### src/include/cart_loader_defs.svh
////////////////////////////////////////////////////////////
// Shared constants for the cartridge loading front end
// Include wherever widths or header offsets are needed
////////////////////////////////////////////////////////////

`ifndef CART_LOADER_DEFS_SVH
`define CART_LOADER_DEFS_SVH

// Download stream widths
`define CART_ADDR_W        25       // Byte address from the host
`define ROM_ADDR_W         24       // Word address into ROM
`define DL_DATA_W          16

// Region field of the cartridge header
`define HDR_REGION_ADDR    25'h1F0
`define HDR_REGION2_ADDR   25'h1F2
`define HDR_END_ADDR       25'h200  // First word past the header

// Serial number words
`define SERIAL_FIRST_ADDR  25'h182
`define SERIAL_LAST_ADDR   25'h18A
`define SERIAL_DONE_ADDR   25'h18C

// Light gun sensor delay when the title is not listed
`define GUN_DELAY_DEFAULT  8'd44

// Cheat record, clock bit on top of four 32-bit words
`define CHEAT_W            129

`endif

### src/logic/cart_pkg.sv
////////////////////////////////////////////////////////////
// Cartridge level types
// Region codes, compatibility flags and light gun profile
////////////////////////////////////////////////////////////

package cart_pkg;

	// Console region as seen by the core
	typedef enum logic [1:0] {
		REGION_JP = 2'd0,
		REGION_US = 2'd1,
		REGION_EU = 2'd2
	} region_e;

	// Per-title compatibility flags
	typedef struct packed {
		logic sram;    // Forced SRAM mapping
		logic sram00;  // SRAM at bank 0
		logic eeprom;  // Serial EEPROM save
		logic fifo;    // Fast VDP FIFO
		logic noram;   // Hide fake RAM
		logic pier;    // Pier Solar mapper
		logic svp;     // SVP chip present
		logic fmbusy;  // YM busy flag timing
		logic schan;   // Game no Kanzume mapper
	} quirk_t;

	// Light gun device type and sensor timing
	typedef struct packed {
		logic       gun_type;     // 1 for the Justifier reload style
		logic [7:0] sensor_delay;
	} gun_profile_t;

endpackage

### src/logic/loader_pkg.sv
////////////////////////////////////////////////////////////
// Download level types
// Region selection options and the cheat record layout
////////////////////////////////////////////////////////////

`include "cart_loader_defs.svh"

package loader_pkg;

	// Where the region comes from
	typedef enum logic {
		MODE_HEADER,
		MODE_DISABLED
	} region_mode_e;

	// Search order over the header region letters
	typedef enum logic [1:0] {
		PRIO_US_EU_JP,
		PRIO_EU_US_JP,
		PRIO_US_JP_EU,
		PRIO_JP_US_EU
	} region_prio_e;

	typedef logic [(`CHEAT_W-1)/4-1:0] cheat_word_t;

	// Fields are big endian words as sent by the code generator
	typedef struct packed {
		cheat_word_t flags;
		cheat_word_t address;
		cheat_word_t compare;
		cheat_word_t replace;
	} cheat_t;

endpackage

### src/logic/cart_dl_if.sv
////////////////////////////////////////////////////////////
// Decoded host download stream shared by the loader blocks
// Top drives the strobes, the pacer adds the edge pulses
////////////////////////////////////////////////////////////

`timescale 1ns/1ps
`include "cart_loader_defs.svh"

interface cart_dl_if;

	logic                    cart_wr;     // ROM image word
	logic                    code_wr;     // Cheat code word
	logic [`CART_ADDR_W-1:0] addr;
	logic [`DL_DATA_W-1:0]   data;
	logic                    cart_active;
	logic                    cart_start;  // Download begins
	logic                    cart_end;    // Download ends

	modport source (
		input  cart_wr, addr, data, cart_active,
		output cart_start, cart_end
	);

	modport sink (
		input cart_wr, code_wr, addr, data, cart_active, cart_start, cart_end
	);

endinterface

### src/logic/rom_write_pacer.sv
////////////////////////////////////////////////////////////
// Paces cartridge words into ROM with a toggle handshake
// Holds the host with dl_wait and records the ROM size
////////////////////////////////////////////////////////////

`timescale 1ns/1ps
`include "cart_loader_defs.svh"

module rom_write_pacer (
	input  logic                    clk_sys,
	input  logic                    RESET,
	cart_dl_if.source               dl,
	output logic [`ROM_ADDR_W-1:0]  rom_addr,
	output logic [`DL_DATA_W-1:0]   rom_wdata,
	output logic                    rom_req,
	input  logic                    rom_ack,
	output logic                    dl_wait,
	output logic [`CART_ADDR_W-1:0] rom_size
);

	logic active_q;

	// Download edges, used by every worker
	assign dl.cart_start = dl.cart_active & ~active_q;
	assign dl.cart_end   = ~dl.cart_active & active_q;

	always_ff @(posedge clk_sys) begin
		if (RESET) begin
			active_q <= 1'b0;
			rom_req  <= 1'b0;
			dl_wait  <= 1'b0;
		end else begin
			active_q <= dl.cart_active;
			if (dl.cart_wr) begin
				rom_req <= ~rom_req; // New request
				dl_wait <= 1'b1;
			end else if (dl_wait && (rom_ack == rom_req)) begin
				dl_wait <= 1'b0;     // Memory caught up
			end
		end
	end

	always_ff @(posedge clk_sys) begin
		if (dl.cart_wr) begin
			rom_addr  <= dl.addr[`CART_ADDR_W-1:1];
			rom_wdata <= {dl.data[`DL_DATA_W/2-1:0], dl.data[`DL_DATA_W-1:`DL_DATA_W/2]};
		end
		if (dl.cart_end)
			rom_size <= dl.addr; // Last byte address of the image
	end

	// Host honours back-pressure
	a_no_write_while_wait: assert property (
		@(posedge clk_sys) disable iff (RESET) dl_wait |-> !dl.cart_wr
	) else $error("cart_wr while dl_wait is high");

endmodule

### src/logic/header_region_detect.sv
////////////////////////////////////////////////////////////
// Reads the header region field during a download
// Requests a region by priority once the header is in
////////////////////////////////////////////////////////////

`timescale 1ns/1ps
`include "cart_loader_defs.svh"

module header_region_detect
	import cart_pkg::*;
	import loader_pkg::*;
(
	input  logic         clk_sys,
	input  logic         RESET,
	cart_dl_if.sink      dl,
	input  region_mode_e region_mode,
	input  region_prio_e region_prio,
	output region_e      region_req,
	output logic         region_set
);

	logic [2:0] hdr_flags;  // {e, u, j}
	logic [2:0] next_flags;
	logic [3:0] hrgn;
	logic       hdr_ready;
	logic       ready_q;

	// Letter form of the field
	function automatic logic [2:0] letter_bits(input logic [7:0] c);
		case (c)
			"J":     return 3'b001;
			"U":     return 3'b010;
			"E":     return 3'b100;
			default: return 3'b000;
		endcase
	endfunction

	function automatic region_e pick_region(input region_prio_e prio, input logic [2:0] found);
		region_e order [3];
		region_e pick;
		case (prio)
			PRIO_US_EU_JP: order = '{REGION_US, REGION_EU, REGION_JP};
			PRIO_EU_US_JP: order = '{REGION_EU, REGION_US, REGION_JP};
			PRIO_US_JP_EU: order = '{REGION_US, REGION_JP, REGION_EU};
			default:       order = '{REGION_JP, REGION_US, REGION_EU};
		endcase
		pick = order[0]; // Nothing present
		for (int i = 2; i >= 0; i--)
			if (found[order[i]])
				pick = order[i];
		return pick;
	endfunction

	assign hrgn = dl.data[3:0] - 4'd7; // 'A'..'F' to 10..15

	always_comb begin
		next_flags = hdr_flags;
		if (dl.addr == `HDR_REGION_ADDR) begin
			if (letter_bits(dl.data[7:0]) != 3'b000)
				next_flags = next_flags | letter_bits(dl.data[7:0]);
			else if (dl.data[7:0] >= "0" && dl.data[7:0] <= "9")
				next_flags = {dl.data[3], dl.data[2], dl.data[0]}; // Hex digit, bit per region
			else if (dl.data[7:0] >= "A" && dl.data[7:0] <= "F")
				next_flags = {hrgn[3], hrgn[2], hrgn[0]};
			next_flags = next_flags | letter_bits(dl.data[15:8]);
		end
		if (dl.addr == `HDR_REGION2_ADDR)
			next_flags = next_flags | letter_bits(dl.data[7:0]);
	end

	always_ff @(posedge clk_sys) begin
		if (RESET) begin
			hdr_flags  <= 3'b000;
			hdr_ready  <= 1'b0;
			ready_q    <= 1'b0;
			region_req <= REGION_JP;
			region_set <= 1'b0;
		end else begin
			ready_q <= hdr_ready;
			if (dl.cart_start)
				hdr_flags <= 3'b000;
			else if (dl.cart_wr)
				hdr_flags <= next_flags;
			if (dl.cart_wr && dl.addr == `HDR_END_ADDR)
				hdr_ready <= 1'b1;
			// Header complete, choose once
			if (hdr_ready && !ready_q && region_mode == MODE_HEADER) begin
				region_req <= pick_region(region_prio, hdr_flags);
				region_set <= 1'b1;
			end
			if (dl.cart_end) begin
				hdr_ready  <= 1'b0;
				region_set <= 1'b0;
			end
		end
	end

	a_region_legal: assert property (
		@(posedge clk_sys) disable iff (RESET) region_req inside {REGION_JP, REGION_US, REGION_EU}
	) else $error("region_req holds an undefined region");

endmodule

### src/logic/cart_id_quirks.sv
////////////////////////////////////////////////////////////
// Captures the cartridge serial from the header
// Raises compatibility flags and the light gun profile
////////////////////////////////////////////////////////////

`timescale 1ns/1ps
`include "cart_loader_defs.svh"

module cart_id_quirks
	import cart_pkg::*;
(
	input  logic         clk_sys,
	input  logic         RESET,
	cart_dl_if.sink      dl,
	output quirk_t       quirks,
	output gun_profile_t gun_profile
);

	logic [63:0] cart_id; // Eight ASCII characters

	function automatic quirk_t quirk_lookup(input logic [63:0] id);
		quirk_t q;
		q = '0;
		case (id)
			"T-081276", "T-81406 ", "T-081586", "T-81576 ": q.sram   = 1'b1;
			"MK-1215 ", "G-4060  ", "00001211", "T-12046 ": q.eeprom = 1'b1;
			"T-113016":                                     q.noram  = 1'b1; // Puggsy
			"T-89016 ":                                     q.fifo   = 1'b1; // Clue
			"T-574023", "T-574013":                         q.pier   = 1'b1;
			"MK-1229 ", "G-7001  ":                         q.svp    = 1'b1; // Virtua Racing
			"T-35036 ", "T-25073 ", "MK-1137-":             q.fmbusy = 1'b1; // Hellfire
			" GM 0000":                                     q.sram00 = 1'b1;
			default:                                        q = '0;
		endcase
		// Any T-68xxx- serial uses the Kanzume mapper
		if (id[63:32] == "T-68" && id[7:0] == "-")
			q.schan = 1'b1;
		return q;
	endfunction

	function automatic gun_profile_t gun_lookup(input logic [63:0] id);
		case (id)
			"MK-1533 ": return '{gun_type: 1'b0, sensor_delay: 8'd100}; // Body Count
			"T-95096-": return '{gun_type: 1'b1, sensor_delay: 8'd52};
			"T-95136-": return '{gun_type: 1'b1, sensor_delay: 8'd30};
			"MK-1658 ": return '{gun_type: 1'b0, sensor_delay: 8'd120}; // Menacer 6-in-1
			default:    return '{gun_type: 1'b0, sensor_delay: `GUN_DELAY_DEFAULT};
		endcase
	endfunction

	// Serial bytes arrive swapped within each word
	always_ff @(posedge clk_sys) begin
		if (dl.cart_wr) begin
			case (dl.addr)
				`SERIAL_FIRST_ADDR:          cart_id[63:56] <= dl.data[15:8];
				`SERIAL_FIRST_ADDR + 25'd2:  cart_id[55:40] <= {dl.data[7:0], dl.data[15:8]};
				`SERIAL_FIRST_ADDR + 25'd4:  cart_id[39:24] <= {dl.data[7:0], dl.data[15:8]};
				`SERIAL_FIRST_ADDR + 25'd6:  cart_id[23:8]  <= {dl.data[7:0], dl.data[15:8]};
				`SERIAL_LAST_ADDR:           cart_id[7:0]   <= dl.data[7:0];
				default: ;
			endcase
		end
	end

	always_ff @(posedge clk_sys) begin
		if (RESET) begin
			quirks      <= '0;
			gun_profile <= '{gun_type: 1'b0, sensor_delay: `GUN_DELAY_DEFAULT};
		end else if (dl.cart_start) begin
			quirks <= '0;
		end else if (dl.cart_wr && dl.addr == `SERIAL_DONE_ADDR) begin
			quirks      <= quirk_lookup(cart_id);
			gun_profile <= gun_lookup(cart_id);
		end
	end

	a_one_quirk_class: assert property (
		@(posedge clk_sys) disable iff (RESET) $onehot0(quirks)
	) else $error("More than one quirk class set for a serial");

endmodule

### src/logic/cheat_code_assembler.sv
////////////////////////////////////////////////////////////
// Builds cheat records from the code download stream
// Pulses cheat_valid per record, cheat_clear on offset 0
////////////////////////////////////////////////////////////

`timescale 1ns/1ps
`include "cart_loader_defs.svh"

module cheat_code_assembler
	import loader_pkg::*;
(
	input  logic    clk_sys,
	input  logic    RESET,
	cart_dl_if.sink dl,
	output cheat_t  cheat_code,
	output logic    cheat_valid,
	output logic    cheat_clear
);

	logic [`CHEAT_W-2:0] payload;
	logic [6:0]          word_pos;

	// Offset 0,2 flags, 4,6 address, 8,10 compare, 12,14 replace
	// Low half of each field comes first
	assign word_pos = {~dl.addr[3:2], dl.addr[1], 4'b0000};

	always_ff @(posedge clk_sys) begin
		if (dl.code_wr)
			payload[word_pos +: `DL_DATA_W] <= dl.data;
	end

	always_ff @(posedge clk_sys) begin
		if (RESET) begin
			cheat_valid <= 1'b0;
			cheat_clear <= 1'b0;
		end else begin
			cheat_valid <= dl.code_wr && dl.addr[3:0] == 4'd14; // Replace top word closes it
			cheat_clear <= dl.code_wr && dl.addr == '0;         // New code list
		end
	end

	assign cheat_code = payload;

endmodule

### src/logic/cart_loader_top.sv
////////////////////////////////////////////////////////////
// Cartridge loading front end of the console core
// Splits the host stream by index and wires the workers
////////////////////////////////////////////////////////////

`timescale 1ns/1ps
`include "cart_loader_defs.svh"

module cart_loader_top
	import cart_pkg::*;
	import loader_pkg::*;
(
	input  logic                    clk_sys,
	input  logic                    RESET,
	input  logic                    dl_active,
	input  logic [7:0]              dl_index,
	input  logic                    dl_wr,
	input  logic [`CART_ADDR_W-1:0] dl_addr,
	input  logic [`DL_DATA_W-1:0]   dl_data,
	output logic                    dl_wait,
	output logic [`ROM_ADDR_W-1:0]  rom_addr,
	output logic [`DL_DATA_W-1:0]   rom_wdata,
	output logic                    rom_req,
	input  logic                    rom_ack,
	output logic [`CART_ADDR_W-1:0] rom_size,
	input  region_mode_e            region_mode,
	input  region_prio_e            region_prio,
	output region_e                 region_req,
	output logic                    region_set,
	output quirk_t                  quirks,
	output gun_profile_t            gun_profile,
	output cheat_t                  cheat_code,
	output logic                    cheat_valid,
	output logic                    cheat_clear
);

	logic code_index; // All-ones index carries cheat codes

	cart_dl_if dl ();

	assign code_index     = &dl_index;
	assign dl.cart_active = dl_active & ~code_index;
	assign dl.cart_wr     = dl_wr & dl_active & ~code_index;
	assign dl.code_wr     = dl_wr & dl_active & code_index;
	assign dl.addr        = dl_addr;
	assign dl.data        = dl_data;

	rom_write_pacer i_rom_write_pacer (
		.clk_sys, .RESET, .dl(dl.source),
		.rom_addr, .rom_wdata, .rom_req, .rom_ack, .dl_wait, .rom_size
	);

	header_region_detect i_header_region_detect (
		.clk_sys, .RESET, .dl(dl.sink),
		.region_mode, .region_prio, .region_req, .region_set
	);

	cart_id_quirks i_cart_id_quirks (
		.clk_sys, .RESET, .dl(dl.sink), .quirks, .gun_profile
	);

	cheat_code_assembler i_cheat_code_assembler (
		.clk_sys, .RESET, .dl(dl.sink), .cheat_code, .cheat_valid, .cheat_clear
	);

endmodule

### config.mk
export PLATFORM = sky130hd
export DESIGN_NAME = cart_loader_top
export DESIGN_NICKNAME = d
export VERILOG_FILES = /design/src/logic/cart_pkg.sv /design/src/logic/loader_pkg.sv /design/src/logic/cart_dl_if.sv /design/src/logic/rom_write_pacer.sv /design/src/logic/header_region_detect.sv /design/src/logic/cart_id_quirks.sv /design/src/logic/cheat_code_assembler.sv /design/src/logic/cart_loader_top.sv
export VERILOG_INCLUDE_DIRS = /design/src /design/src/include
export SDC_FILE = /design/constraint.sdc
export NUM_CORES = 1
export LEC_CHECK = 0
export ABC_CLOCK_PERIOD_IN_PS = 4050
export BUFFER_PORTS_ARGS = -buffer_cell sky130_fd_sc_hd__buf_2
export CAP_MARGIN = 20
export CORE_ASPECT_RATIO = 1.75
export CORE_MARGIN = 4
export CORE_UTILIZATION = 39
export CTS_CLUSTER_DIAMETER = 100
export DETAILED_ROUTE_END_ITERATION = 16
export MAX_ROUTING_LAYER = met4
export SYNTH_ARGS = -nofsm -noshare
export SYNTH_HDL_FRONTEND = slang
export SYNTH_SLANG_ARGS = --single-unit
### constraint.sdc
create_clock -name clk_sys -period 4.05 [get_ports clk_sys]
set_input_delay 0.405 -clock clk_sys [delete_from_list [all_inputs] [get_ports clk_sys]]
set_output_delay 0.405 -clock clk_sys [all_outputs]
set_load 0.005 [all_outputs]
# Word-level counts from Yosys, hierarchy flattened
# Index checks and enable logic that the tools add are counted.
[totals] word_cells=167 register_bits=288
[classes] addsub=2 magnitude_cmp=7 n_eq_ne=43 mux=38 shifts=2 bitwise=16 reduce_logical=29
[op_table] operator="64-bit by 63-bit equality test with 1-bit output, second input constant" count=20
[op_table] operator="25-bit by 9-bit equality test with 1-bit output, second input constant" count=8
[op_table] operator="128-bit bitwise mux" count=1
[op_table] operator="64-bit by 62-bit equality test with 1-bit output, second input constant" count=2
[op_table] operator="16-bit by 9-bit variable shift with 128-bit output, first input constant" count=1
[op_table] operator="16-bit by 9-bit variable part select with 128-bit output" count=1
[op_table] operator="8-bit by 7-bit equality test with 1-bit output, second input constant" count=6
[op_table] operator="9-bit one-hot mux with 4 select lines" count=1
[op_table] operator="3-bit 2-to-1 mux" count=11
[op_table] operator="32-bit by 31-bit equality test with 1-bit output, second input constant" count=1
[op_table] operator="25-bit by 10-bit equality test with 1-bit output, second input constant" count=1
[op_table] operator="25-bit logical NOT" count=1
[op_table] operator="3-bit one-hot mux with 3 select lines" count=2
[op_table] operator="6-bit one-hot mux with 3 select lines" count=1
[op_table] operator="1-bit 2-to-1 mux" count=14
[op_table] operator="6-bit 2-to-1 mux" count=2
[op_table] operator="2-bit AND reduction" count=6
[op_table] operator="1-bit logical AND" count=10
[op_table] operator="2-bit by 3-bit less-than comparator with 1-bit output, second input constant" count=3
[op_table] operator="7-bit negator with 9-bit output" count=1
[op_table] operator="3-bit bitwise OR" count=3
[op_table] operator="8-bit by 6-bit equality test with 1-bit output, second input constant" count=1
[op_table] operator="8-bit by 6-bit greater-or-equal comparator with 1-bit output, second input constant" count=1
[op_table] operator="8-bit by 7-bit greater-or-equal comparator with 1-bit output, second input constant" count=1
[op_table] operator="20 further kinds" count=38

# Longest topological paths before layout
[logic_depth] word_depth=13 mapped_depth=10

# Modules after synthesis
# A second synthesis with hierarchy kept.
[hier_totals] cells_unflattened=813 area_unflattened_um2=11547.3
[modules_own_cells] mod="cheat_code_assembler" seq_area_each_um2=3883.7 instances=1 area_each_um2=5008.6 cells_each=314
[modules_own_cells] mod="cart_id_quirks" seq_area_each_um2=2242.2 instances=1 area_each_um2=3706.1 cells_each=320
[modules_own_cells] mod="rom_write_pacer" seq_area_each_um2=2011.9 instances=1 area_each_um2=2068.2 cells_each=77
[modules_own_cells] mod="header_region_detect" seq_area_each_um2=160.2 instances=1 area_each_um2=721.9 cells_each=96
[modules_own_cells] mod="cart_loader_top" seq_area_each_um2=0.0 instances=1 area_each_um2=42.5 cells_each=6

# Least setup slack after synthesis
# OpenSTA, ideal clock, no wires.
[synth_timing] kind="input-to-reg" from="input port dl_addr[18]" to="register i_cart_id_quirks.cart_id[24] (enable)" required_ns=3.614 path_slack_ns=0.597 path_stages=4 path_buffers=0 t_arrival_ns=3.017 cell_sequence="nor4_4 > nand4_2 > or3_1 > nor4b_1"
[synth_via] elab_chain_cells=2
[synth_rtl] item="start, declared" line_no="cart_loader_top.sv:18" rtl="input logic [`CART_ADDR_W-1:0] dl_addr,"
[synth_rtl] item="25-bit by 9-bit equality test with 1-bit output" line_no="cart_id_quirks.sv:54" rtl="case (dl.addr)"
[synth_rtl] item="2-bit AND reduction (no source line)"
[synth_rtl] item="end signal, assigned" line_no="cart_id_quirks.sv:57" rtl="`SERIAL_FIRST_ADDR + 25'd4: cart_id[39:24] <= {dl.data[7:0], dl.data[15:8]};"
[synth_rtl] item="end, declared" line_no="cart_id_quirks.sv:19" rtl="logic [63:0] cart_id;"
# No other way between the ends.
# A chain may end at the register's enable or synchronous reset.

# Worst setup path in the final report
[layout_timing] from="register i_cart_id_quirks.cart_id[49]" to="register i_cart_id_quirks.gun_profile[5] (netlist name)"
[layout_via] elab_chain_cells=2
[layout_rtl] item="start signal, assigned" line_no="cart_id_quirks.sv:56" rtl="`SERIAL_FIRST_ADDR + 25'd2: cart_id[55:40] <= {dl.data[7:0], dl.data[15:8]};"
[layout_rtl] item="64-bit by 63-bit equality test with 1-bit output" line_no="cart_id_quirks.sv:42" rtl="case (id)"
[layout_rtl] item="9-bit one-hot mux with 4 select lines *" line_no="cart_id_quirks.sv:42"
# Mark *: on every way between the ends. The rest lies on a longest branch, timed or not.

==> implementation parameters <==
Parameter                              Value

Timing
  Finish-stage setup viols    0
  Pins over their slew limit    0
  Worst path setup slack after routing    about 1.3 ns
  Final period utilization    between 60% and 70%
  Post-route setup TNS    0 ns
  Unrepaired setup endpoints after global routing    no
  Worst hold margin    just under 0.06 ns
  Worst slew pin tran    1.019 ns
  Hold violation total from the final report    0
  Remaining max-slew budget at the tightest pin    31.90%
  Maximum clock frequency    0.3610 GHz
  Worst-case clock skew    between 0.02 and 0.025 ns
  Shortest period the worst path allows    2.770 ns

Synth
  Post-synthesis sequential area ratio    73.26%
  Number of enable flip-flop cells after synthesis    257
  Most used flip-flop cell after synthesis    sky130_fd_sc_hd__edfxtp_1
  Share of Yosys cell area claimed by the top area cell type    between 60% and 70%
  Yosys synthesis warning count    0
  Syn Area/Cell    ~14 um2
  Async S/R FF share, synth    0%
  Synth top area cells    sky130_fd_sc_hd__edfxtp_1, sky130_fd_sc_hd__and2_1, sky130_fd_sc_hd__dfxtp_1
  Number of register bits inferred by synthesis    286
  Cell type contributing the most total cell area after synthesis    sky130_fd_sc_hd__edfxtp_1
  Number of distinct library cells after synthesis    64
  Post-Syn Instances    798
  Post-synthesis cell area    11,330 um2

Setup path
  Cell count of the worst reg-to-reg path    6
  Category of the critical setup timing path    reg -> reg
  Reg2Reg Capture Point    i_cart_id_quirks.gun_profile[5]
  Required time of the critical path    4.47 ns
  Setup slack on the worst flop-to-flop path    1.28 ns
  Kind of end point of the critical path    register
  Worst EP arrival    3.19 ns
  Setup crit start kind    register
  Max FO, Critical Path    3
  Startpoint of the lowest-slack register-to-register path    i_cart_id_quirks.cart_id[49]

Clock network
  Skew-Pair Late Insertion Delay    0.54 ns
  Hold_buf cts    0
  Longest Clk Path Bufs    3
  Clock transition time at the flip-flop clock pins of the worst setup and hold paths    ~0.070 ns
  TritonCTS clock tree    done
  # Post-CTS Setup Buffers    0
  Cell at the root of the clock tree    sky130_fd_sc_hd__clkbuf_16
  # resized after CTS    0
  Number of clock sinks seen by CTS    286
  Number of buffers added by the clock tree synthesis step    25
  CTS H-tree lvls    1

Cells and area
  Net count reported at finish    1,158
  Share of final-layout standard cells stronger than drive strength 1    around a third
  End-of-flow core utilization    49.25%
  Design area    14,100 um2
  Area growth from synthesis to layout    24.47%

Placed design
  Worst slack at placement    0.7726 ns
  Port Buffers    272
  DP Wirelength    25,110 um
  Routability congestion estimate from global placement    roughly 0.95
  Standard cell area after detailed placement    13,300 um2

GRT
  Global-route total usage across every layer    21.74%
  First-pass GRT wire length    49,620 um
  Vias in the first global route    8,019
  Number of antenna violations at the first check in global routing    1
  Global-route congestion overflow total    0
  Pin count of the biggest net entering global routing    32

Floorplanning
  Starting density of the core    between 30% and 40%
  Die outline width    136.8 um
  Die area    31,940 um2
  I/O Pins    275
  Height of the die    about 230 um
  Core box area    around 29,000 um2
  FP Rows    82

Hold path
  Path type of the worst min-delay path    in -> reg
  Endpoint of the worst hold path    i_rom_write_pacer.rom_size[19]
  Startpoint of the most critical hold path    dl_addr[19]
  Number of cells traversed by the worst hold path    1

Flow run
  Max-cap violations    0

Drt
  Number of nets still failing antenna checks after routing    0
  Remaining design rule violation count    0
  Number of DRC markers after the initial detailed-route iteration    500
  Average wire per cell in the routed design    22.80 um
  Avg Vias per Cell    roughly 5.3
  Total Routed Length    34,140 um
  Routed via count    7,881
  Drt pass-1 iters    5

Power and ir drop
  Leakage power    4.627 nW
  Power Density    between 400 and 500 nW/um2
  Max VDD drop    between 0.3 and 0.4 mV

Outcome
  Outcome    complete, no violations
-- critical path, cell delays in order (launching register included) --
cell                        delay, ns
sky130_fd_sc_hd__edfxtp_1        0.38
sky130_fd_sc_hd__nor4b_1         0.54
sky130_fd_sc_hd__nand4bb_1       0.24
sky130_fd_sc_hd__or4_1           0.63
sky130_fd_sc_hd__or2_0           0.25
sky130_fd_sc_hd__or4_1           0.43
sky130_fd_sc_hd__a21o_1          0.19
-- worst max path at each step --
stage               depth (start not counted)                          from  slack (ns)                                    end
floorplan                                   4                   dl_addr[18]        0.60           i_cart_id_quirks.cart_id[24]
finish                                      6  i_cart_id_quirks.cart_id[49]        1.28        i_cart_id_quirks.gun_profile[5]
global route                                6  i_cart_id_quirks.cart_id[55]        1.10        i_cart_id_quirks.gun_profile[5]
global placement                            9                    dl_addr[1]        0.90  i_cheat_code_assembler.cheat_code[50]
detailed placement                          9                    dl_addr[1]        0.77  i_cheat_code_assembler.cheat_code[50]
CTS                                         6  i_cart_id_quirks.cart_id[46]        1.29        i_cart_id_quirks.gun_profile[5]
-- cell families (layout without fill, tap and decap cells) --
logic type,count (synthesis),after routing,share of synthesized area [%]
and+or+nand+nor,419,419,21.85
xor gates and xnor gates,2,2,0.1547
other,1,3,0.03311
AOI/OAI and AO/OA,53,53,3.259
buffers and inverters,35,354,1.226
DFF,286,286,73.26
adders and majority gates,2,2,0.2209
-- flip-flops by register name, summed over array words and instances, names as in the netlist --
| signal | count |
|---|---|
| i_header_region_detect.hdr_flags | 3 |
| i_cart_id_quirks.quirks | 9 |
| i_cart_id_quirks.gun_profile | 7 |
| i_rom_write_pacer.rom_wdata | 16 |
| i_header_region_detect.region_set | 1 |
| i_cart_id_quirks.cart_id | 64 |
| i_cheat_code_assembler.cheat_clear | 1 |
| i_cheat_code_assembler.cheat_valid | 1 |
| i_rom_write_pacer.rom_size | 25 |
| i_header_region_detect.hdr_ready | 1 |
| i_rom_write_pacer.rom_req | 1 |
| i_header_region_detect.ready_q | 1 |
| i_rom_write_pacer.dl_wait | 1 |
| i_rom_write_pacer.rom_addr | 24 |
| i_cheat_code_assembler.cheat_code | 128 |
| i_rom_write_pacer.active_q | 1 |
| i_header_region_detect.region_req | 2 |
-- through the flow --
stage	cells	power [W]
after floorplan	799	0.003423
after global placement	1450	0.003581
after detailed placement	1450	0.003587
after CTS	1496	0.005891
after global routing	1497	0.006029
final	1497	0.005841
-- synth_stat cells, types with 3 or more instances --
library cell / instances
sky130_fd_sc_hd__a31oi_1: 3
sky130_fd_sc_hd__nand2b_1: 12
sky130_fd_sc_hd__nand4b_1: 5
sky130_fd_sc_hd__nand4_1: 16
sky130_fd_sc_hd__or4_1: 6
sky130_fd_sc_hd__nor4bb_1: 5
sky130_fd_sc_hd__and3_1: 3
sky130_fd_sc_hd__edfxtp_1: 257
sky130_fd_sc_hd__nor2_1: 77
sky130_fd_sc_hd__a211oi_1: 3
sky130_fd_sc_hd__nor4b_1: 16
sky130_fd_sc_hd__nand4bb_1: 5
sky130_fd_sc_hd__and2_1: 100
sky130_fd_sc_hd__and4_1: 6
sky130_fd_sc_hd__nor2b_1: 12
sky130_fd_sc_hd__and4bb_2: 3
sky130_fd_sc_hd__o21ai_0: 4
sky130_fd_sc_hd__or3_1: 4
sky130_fd_sc_hd__nor4_1: 19
sky130_fd_sc_hd__nand3b_1: 4
sky130_fd_sc_hd__a21oi_1: 17
sky130_fd_sc_hd__nor3b_1: 11
sky130_fd_sc_hd__dfxtp_1: 29
sky130_fd_sc_hd__nand2_1: 46
sky130_fd_sc_hd__nor3_1: 33
sky130_fd_sc_hd__clkbuf_1: 22
sky130_fd_sc_hd__inv_1: 10
sky130_fd_sc_hd__nand3_1: 21
sky130_fd_sc_hd__and4b_1: 3
sky130_fd_sc_hd__o21bai_1: 3
-- layout by cell type (no fill, tap or decap), types with 4 or more instances in the layout --
cell,n
sky130_fd_sc_hd__clkbuf_1,7
sky130_fd_sc_hd__edfxtp_1,257
sky130_fd_sc_hd__or4_1,6
sky130_fd_sc_hd__o21ai_0,4
sky130_fd_sc_hd__nand3_1,21
sky130_fd_sc_hd__buf_2,272
sky130_fd_sc_hd__or3_1,4
sky130_fd_sc_hd__nand2b_1,12
sky130_fd_sc_hd__a21oi_1,17
sky130_fd_sc_hd__and2_1,100
sky130_fd_sc_hd__nor3_1,31
sky130_fd_sc_hd__nor4bb_1,4
sky130_fd_sc_hd__buf_4,25
sky130_fd_sc_hd__nand3b_1,4
sky130_fd_sc_hd__nand4_1,16
sky130_fd_sc_hd__nor3b_1,11
sky130_fd_sc_hd__inv_1,10
sky130_fd_sc_hd__clkinv_2,6
sky130_fd_sc_hd__nor4b_1,13
sky130_fd_sc_hd__nor4_1,19
sky130_fd_sc_hd__dfxtp_1,29
sky130_fd_sc_hd__clkbuf_16,26
sky130_fd_sc_hd__nor2_1,76
sky130_fd_sc_hd__nand4bb_1,5
sky130_fd_sc_hd__nor2b_1,12
sky130_fd_sc_hd__nand2_1,46
sky130_fd_sc_hd__nand4b_1,5
sky130_fd_sc_hd__and4_1,6
-- layer usage --
layer	routed length (um)	track usage, %
met2	18820	40.19
met5	0	-
met4	1337	8.770
met1	11910	22.70
met3	2070	3.491
-- area by class of cell --
| type | instances | area, um2 |
|---|---|---|
| diodes | 1 | 2.502 |
| clock buffers | 36 | 718.2 |
| clock inverters | 10 | 80.08 |
| fillers | 2548 | 14530 |
| inverters | 11 | 41.29 |
| multi-input cells | 478 | 2937 |
| flip-flops and latches | 286 | 8298 |
| well taps | 378 | 473.0 |
| repair buffers | 297 | 1549 |
-- where the power goes --
group	switching (W)	total (W)	internal, W
Combinational	0.000183	0.000267	0.0000833
Clock	0.00102	0.00232	0.00130
Sequential	0.00000866	0.00325	0.00324
Total	0.00122	0.00584	0.00463
No activity file was read; power rests on OpenSTA's default activity.
